[config.mk]
export PLATFORM = sky130hd
export DESIGN_NAME = instr_intake
export DESIGN_NICKNAME = d
export VERILOG_FILES = /design/src/exec_pkg.sv /design/src/instr_intake.sv
export SDC_FILE = /design/constraint.sdc
export NUM_CORES = 1
export LEC_CHECK = 0
export BUFFER_PORTS_ARGS = -buffer_cell sky130_fd_sc_hd__clkbuf_2
export CORE_MARGIN = 2
export CORE_UTILIZATION = 28
export CTS_BUF_LIST = sky130_fd_sc_hd__clkbuf_16
export DETAILED_ROUTE_END_ITERATION = 6
export PLACE_DENSITY = 0.82
export SYNTH_ARGS = -nofsm -noshare
export SYNTH_HDL_FRONTEND = slang
export SYNTH_SLANG_ARGS = --single-unit
[constraint.sdc]
create_clock -name clock -period 2.51 [get_ports clock]
set_clock_uncertainty 0.05 [all_clocks]
set_input_delay 0.251 -clock clock [delete_from_list [all_inputs] [get_ports clock]]
set_output_delay 0.251 -clock clock [all_outputs]
set_load 0.03 [all_outputs]
[src/exec_pkg.sv]
`default_nettype none

package exec_pkg;

	// ##########################################################
	// instruction word and field positions
	// ##########################################################

	typedef logic [31:0] instr_t;

	localparam int OPC_HI   = 30;
	localparam int OPC_LO   = 25;
	localparam int RT_HI    = 24;
	localparam int RT_LO    = 20;
	localparam int RA_HI    = 19;
	localparam int RA_LO    = 15;
	localparam int RB_HI    = 14;
	localparam int RB_LO    = 10;
	localparam int LS_HI    = 7;
	localparam int LS_LO    = 0;
	localparam int BASE_HI  = 4;
	localparam int BASE_LO  = 0;
	localparam int IMM14_HI = 13;
	localparam int IMM14_LO = 0;
	localparam int IMM20_HI = 19;
	localparam int IMM20_LO = 0;

	// ##########################################################
	// opcodes and sub-ops
	// ##########################################################

	localparam logic [5:0] OPC_ALU  = 6'b100000;
	localparam logic [5:0] OPC_ADDI = 6'b101000;
	localparam logic [5:0] OPC_MOVI = 6'b100010;
	localparam logic [5:0] OPC_LSW  = 6'b011100;

	localparam logic [4:0] SUB_ADD = 5'b00000;
	localparam logic [4:0] SUB_SUB = 5'b00001;
	localparam logic [4:0] SUB_AND = 5'b00010;
	localparam logic [4:0] SUB_XOR = 5'b00011;
	localparam logic [4:0] SUB_OR  = 5'b00100;
	localparam logic [4:0] SUB_SLT = 5'b00110; // signed.

	localparam logic [7:0] LS_LW = 8'b00000010;
	localparam logic [7:0] LS_SW = 8'b00001010;

	// write source for rt.
	localparam logic [1:0] WSEL_ALU = 2'd0;
	localparam logic [1:0] WSEL_MEM = 2'd1;
	localparam logic [1:0] WSEL_IMM = 2'd2;

	localparam int DM_WORDS   = 64;
	localparam int DM_ADDR_HI = 7; // word index bits of the address.
	localparam int DM_ADDR_LO = 2;

	// ##########################################################
	// stage payloads
	// ##########################################################

	typedef struct packed {
		logic [5:0]  opcode;
		logic [4:0]  sub_op_base;
		logic [7:0]  sub_op_ls;
		logic [4:0]  ra;
		logic [4:0]  rb;
		logic [4:0]  rt;
		logic [31:0] imm;
		logic [1:0]  select_write_reg;
		logic        do_dm_read;
		logic        do_dm_write;
		logic        do_reg_write;
	} decoded_t;

	typedef struct packed {
		logic [4:0]  rt;
		logic [31:0] value;   // store data for a store.
		logic [31:0] address;
		logic        do_reg_write;
		logic        do_dm_write;
	} result_t;

endpackage

`default_nettype wire
[src/instr_intake.sv]
`timescale 1ns/1ns
`default_nettype none

module instr_intake (
	input  logic               clock,
	input  logic               reset,
	input  logic               in_req,
	input  exec_pkg::instr_t   in_instruction,
	output logic               in_ack,
	input  logic               wall_free,
	output logic               load_en,
	output exec_pkg::decoded_t decoded
);

	logic [5:0] opcode;
	logic [7:0] ls_op;

	assign opcode  = in_instruction[exec_pkg::OPC_HI:exec_pkg::OPC_LO];
	assign ls_op   = in_instruction[exec_pkg::LS_HI:exec_pkg::LS_LO];
	assign load_en = in_req && !in_ack && wall_free; // take only on a fresh req.

	// receiving half of the four-phase handshake.
	always_ff @(posedge clock) begin
		if (reset) begin
			in_ack <= 1'b0;
		end else if (load_en) begin
			in_ack <= 1'b1;
		end else if (!in_req) begin
			in_ack <= 1'b0;
		end
	end

	// ##########################################################
	// decoder
	// ##########################################################

	always_comb begin
		decoded.opcode           = opcode;
		decoded.sub_op_base      = in_instruction[exec_pkg::BASE_HI:exec_pkg::BASE_LO];
		decoded.sub_op_ls        = ls_op;
		decoded.ra               = in_instruction[exec_pkg::RA_HI:exec_pkg::RA_LO];
		decoded.rb               = in_instruction[exec_pkg::RB_HI:exec_pkg::RB_LO];
		decoded.rt               = in_instruction[exec_pkg::RT_HI:exec_pkg::RT_LO];
		decoded.imm              = 32'd0;
		decoded.select_write_reg = exec_pkg::WSEL_ALU;
		decoded.do_dm_read       = 1'b0;
		decoded.do_dm_write      = 1'b0;
		decoded.do_reg_write     = 1'b0;
		case (opcode)
			exec_pkg::OPC_ALU: begin
				decoded.do_reg_write = 1'b1;
			end
			exec_pkg::OPC_ADDI: begin
				decoded.imm = {{18{in_instruction[exec_pkg::IMM14_HI]}},
					in_instruction[exec_pkg::IMM14_HI:exec_pkg::IMM14_LO]};
				decoded.do_reg_write = 1'b1;
			end
			exec_pkg::OPC_MOVI: begin
				decoded.imm = {{12{in_instruction[exec_pkg::IMM20_HI]}},
					in_instruction[exec_pkg::IMM20_HI:exec_pkg::IMM20_LO]};
				decoded.select_write_reg = exec_pkg::WSEL_IMM;
				decoded.do_reg_write     = 1'b1;
			end
			exec_pkg::OPC_LSW: begin
				if (ls_op == exec_pkg::LS_LW) begin
					decoded.select_write_reg = exec_pkg::WSEL_MEM;
					decoded.do_dm_read       = 1'b1;
					decoded.do_reg_write     = 1'b1;
				end else if (ls_op == exec_pkg::LS_SW) begin
					decoded.do_dm_write = 1'b1;
				end
			end
			default: begin
				decoded.imm = 32'd0; // no-op, nothing written.
			end
		endcase
	end

endmodule

`default_nettype wire

; Word level (Yosys, flattened, before mapping)
; Cells that the tools add are included.
[totals]
elab_cells = 22
output_inout_bits = 73
reg_bits = 1
in_bits = 36
[classes]
n_eq_ne = 7
mux = 10
n_reduce_logical = 4
[ops]
columns = operator, n
row1 = case mux 32 bit (2 select lines), 1
row2 = equality test 6 bit (second input constant), 3
row3 = equality test 8 x 2 -> 1 bit (second input constant), 1
row4 = equality test 8 x 4 -> 1 bit (second input constant), 1
row5 = equality test 6 x 5 -> 1 bit (second input constant), 1
row6 = two-way mux 1 bit, 5
row7 = two-way mux 2 bit, 2
row8 = case mux 2 bit (2 select lines), 1
row9 = OR reduction 3 bit, 1
row10 = logical AND 1 bit, 2
row11 = inequality test 2 x 1 -> 1 bit (second input constant), 1
row12 = case mux 1 bit (2 select lines), 1
row13 = logical NOT 1 bit, 1

; Logic depth before layout (Yosys ltp)
[depth]
word_depth = 4
ltp_mapped = 5
ltp_nobuf = 3

; Least setup slack after synthesis
; Ideal clock, no wire load.
[synth_path]
path_type = input -> output
from = input port in_instruction[25]
to = output port decoded[25] (netlist bit)
required_time_ps = 2209
stages = 4
path_slack_ps = 59
t_arrival_ps = 2150
path_buffers = 2
cell_sequence = or4b_1 -> buf_2 -> a21oi_1 -> buf_4
[synth_rtl]
columns = element, line_no
row1 = from (decl), instr_intake.sv:8  ; input exec_pkg::instr_t in_instruction,
row2 = to (decl), instr_intake.sv:12  ; output exec_pkg::decoded_t decoded

==> flow_summary_export.csv <==
group,metric,value,unit
outcome,status,"complete, no violations",
logic_synthesis,synth_top_cell_by_area,"buf_4",
clock_network,cts_resized,0,
die,start_util,29.9,%
pwr,vdd_drop_max,94.2,uV
timing,worst_pin_slew,487,ps
timing,rsz0062_at_grt,"false",
cells_and_area,diodes,0,
global_routing,antenna_found_initial,0,
timing,slew_viol_final,0,
placed_design,dp_hpwl,1460,um
pwr,power_leakage,0.531,nW
global_routing,grt_use_total,9.78,%
logic_synthesis,synthArstFlopShare,0,%
worst_hold_path,hold_class,"input pin to flop",
logic_synthesis,synth-xor-area-share,0,%
timing,fin_crit_sh,81.7,%
cells_and_area,fillers,237,
clock_network,ctsHoldBuffers,0,
die,dieArea,2790,um2
logic_synthesis,synthSimpleGateAreaFrac,31.7,%
logic_synthesis,synth.area.top_cells,"buf_4 53%, and2_1 13%, nand2_1 5.1%",
timing,tns,0,ps
cells_and_area,seq_area,20.0,um2
route,drtAntennaViolNets,0,
clock_network,clkTransAtPathRegs,0,ps
logic_synthesis,synth_cell_type_count,20,
logic_synthesis,synth_most_common_cell,"buf_4",
route,wirelength,1570,um
timing,period_minus_slack,2050,ps
route,viasPerCell,4.18,
placed_design,place_inst,173,
setup_path,reg2reg_depth,2,
timing,fmax,0.488,GHz
cells_and_area,fin_cells,173,
cells_and_area,drive_gt1_share,71.0,%
global_routing,grt_pass1_wl,2140,um
run,drv.max_cap_violation_count,0,
route,wl_per_cell,9.05,um
logic_synthesis,synth_top_flop_cell,"dfxtp_1",
cells_and_area,top_register,"in_ack",
global_routing,grtUsageMet3,1.14,%
worst_hold_path,hold_path.startpoint,"reset",
route,firstDrtPassIters,1,
route,dr_total_vias,723,
die,io_pins,109,
logic_synthesis,synth_top_cells_by_count,"47 x buf_4, 14 x and2_1, 9 x nand2_1, 6 x a21oi_1",
cells_and_area,largest_reg_flops,1,
worst_hold_path,min_to,"in_ack",
logic_synthesis,synth_compound_area_share,9.38,%
setup_path,path_max_fanout,4,
cells_and_area,multi_input_area,274,um2
die,coreArea,2230,um2
setup_path,arrival,1750,ps
logic_synthesis,seq_area_frac_synth,3.00,%
global_routing,met1_usage,9.46,%
logic_synthesis,ys_warn_count,0,
setup_path,cp-start-kind,"input pin",
logic_synthesis,synth_fa_ha_area_share,0,%
logic_synthesis,syn-mean-instance-area,6.95,um2
placed_design,port-buffer-count,97,
global_routing,grt_max_degree,15,
setup_path,r2r-end,"in_ack",
logic_synthesis,synthMuxAreaShare,0,%
worst_hold_path,whs_path_depth,2,
clock_network,clock_latency,0,ps
logic_synthesis,synth_top_family_by_area,"buffers and inverters",
logic_synthesis,synth_edf_count,0,
cells_and_area,syn2layout_area_growth,24.4,%
timing,relSlewSlack,67.5,%
global_routing,grt_overflow,0,
cells_and_area,fin_nets,183,
setup_path,crit_required,2210,ps
die,die_height,52.8,um
setup_path,regToRegSetupSlack,1820,ps
setup_path,worstSetupPathType,"input pin to primary output",
placed_design,gp_congestion,0.700,
timing,finalHoldViolCount,0,
logic_synthesis,synth_top_area_share,52.9,%
cells_and_area,reg_top3,"in_ack x1",
setup_path,setup.worst_path.end_class,"primary output",
die,fp.dieW,52.8,um
logic_synthesis,ys_seq_elements,1,
logic_synthesis,synth_nets,132,
route,drc_errors,0,
global_routing,met2_usage,21.7,%
global_routing,gr-max-usage-layer,"met2",
logic_synthesis,syn-cell-area,667,um2
clock_network,cts_setup_buffers,0,
logic_synthesis,synth_cells,96,
timing,finalSetupViolCount,0,
pwr,powerDensity,193,nW/um2
setup_path,r2r_start,"in_ack",
global_routing,grt_pass1_vias,529,
route,drtIter0Drc,0,
die,rows,17,
## area by class of cell
class                   count  share of cell area (%)
well taps                  28                    4.22
flip-flops and latches      1                    2.41
multi-input cells          45                    33.0
repair buffers             99                    60.3
## worst max-delay path, cell delays in order
cell and delay, ps:
clkbuf_2 100, or4_4 540, or4b_4 500, nor2_1 140, clkbuf_2 220
## logic make-up (layout without fill, tap and decap cells)
group / after synthesis / count (layout)
compound gates: 9 / 9
buf+inv: 50 / 99
flops: 1 / 1
simple gates: 36 / 36
## through the flow
stage	util, %	setup WS [ps]	hold slack [ps]	total power [W]	instance area, um2
after detailed placement	37.1	450	375	0.000162	830
after CTS	37.1	449	375	0.000162	830
final	37.1	459	372	0.000161	830
after global routing	37.1	361	390	0.000170	830
after global placement	37.1	455	365	0.000161	830
after floorplan	-	59.0	277	0.000153	667
## worst max-delay path by stage
stage | startpoint | endpoint | cells after the start
after detailed placement | in_instruction[2] | decoded[2] | 5
after global routing | in_instruction[2] | decoded[2] | 5
after CTS | in_instruction[2] | decoded[3] | 5
final | in_instruction[2] | decoded[3] | 5
after floorplan | in_instruction[25] | decoded[25] | 4
after global placement | in_instruction[2] | decoded[3] | 5
## placed cells by master (no fill, tap or decap)
cell type / Yosys / layout
clkbuf_2: 0 / 97
and2_1: 14 / 14
nand2_1: 9 / 9
a21oi_1: 6 / 6
nor2_1: 3 / 3
nor2b_1: 3 / 3
buf_4: 47 / 2
nor3_1: 1 / 1
nand4_1: 1 / 1
or4_4: 1 / 1
or4b_4: 1 / 1
or4b_1: 1 / 1
nor4_1: 1 / 1
o21ba_4: 1 / 1
a21o_1: 1 / 1
o21ai_2: 1 / 1
nor3b_1: 1 / 1
dfxtp_1: 1 / 1
## layer usage
metal | vias to the layer above | part of all wire, %
li1 | 364 | -
met1 | 286 | 29
met2 | 73 | 51
met3 | 0 | 19
met4 | 0 | 0
met5 | - | 0
## power by group
part | leakage (nW) | internal (W) | switching (W)
Combinational | 0.523 | 0.0000443 | 0.0000986
Clock | 0 | 0 | 0
Sequential | 0.00823 | 0.0000170 | 0.000000547
Power figures use the tool's default switching activity.
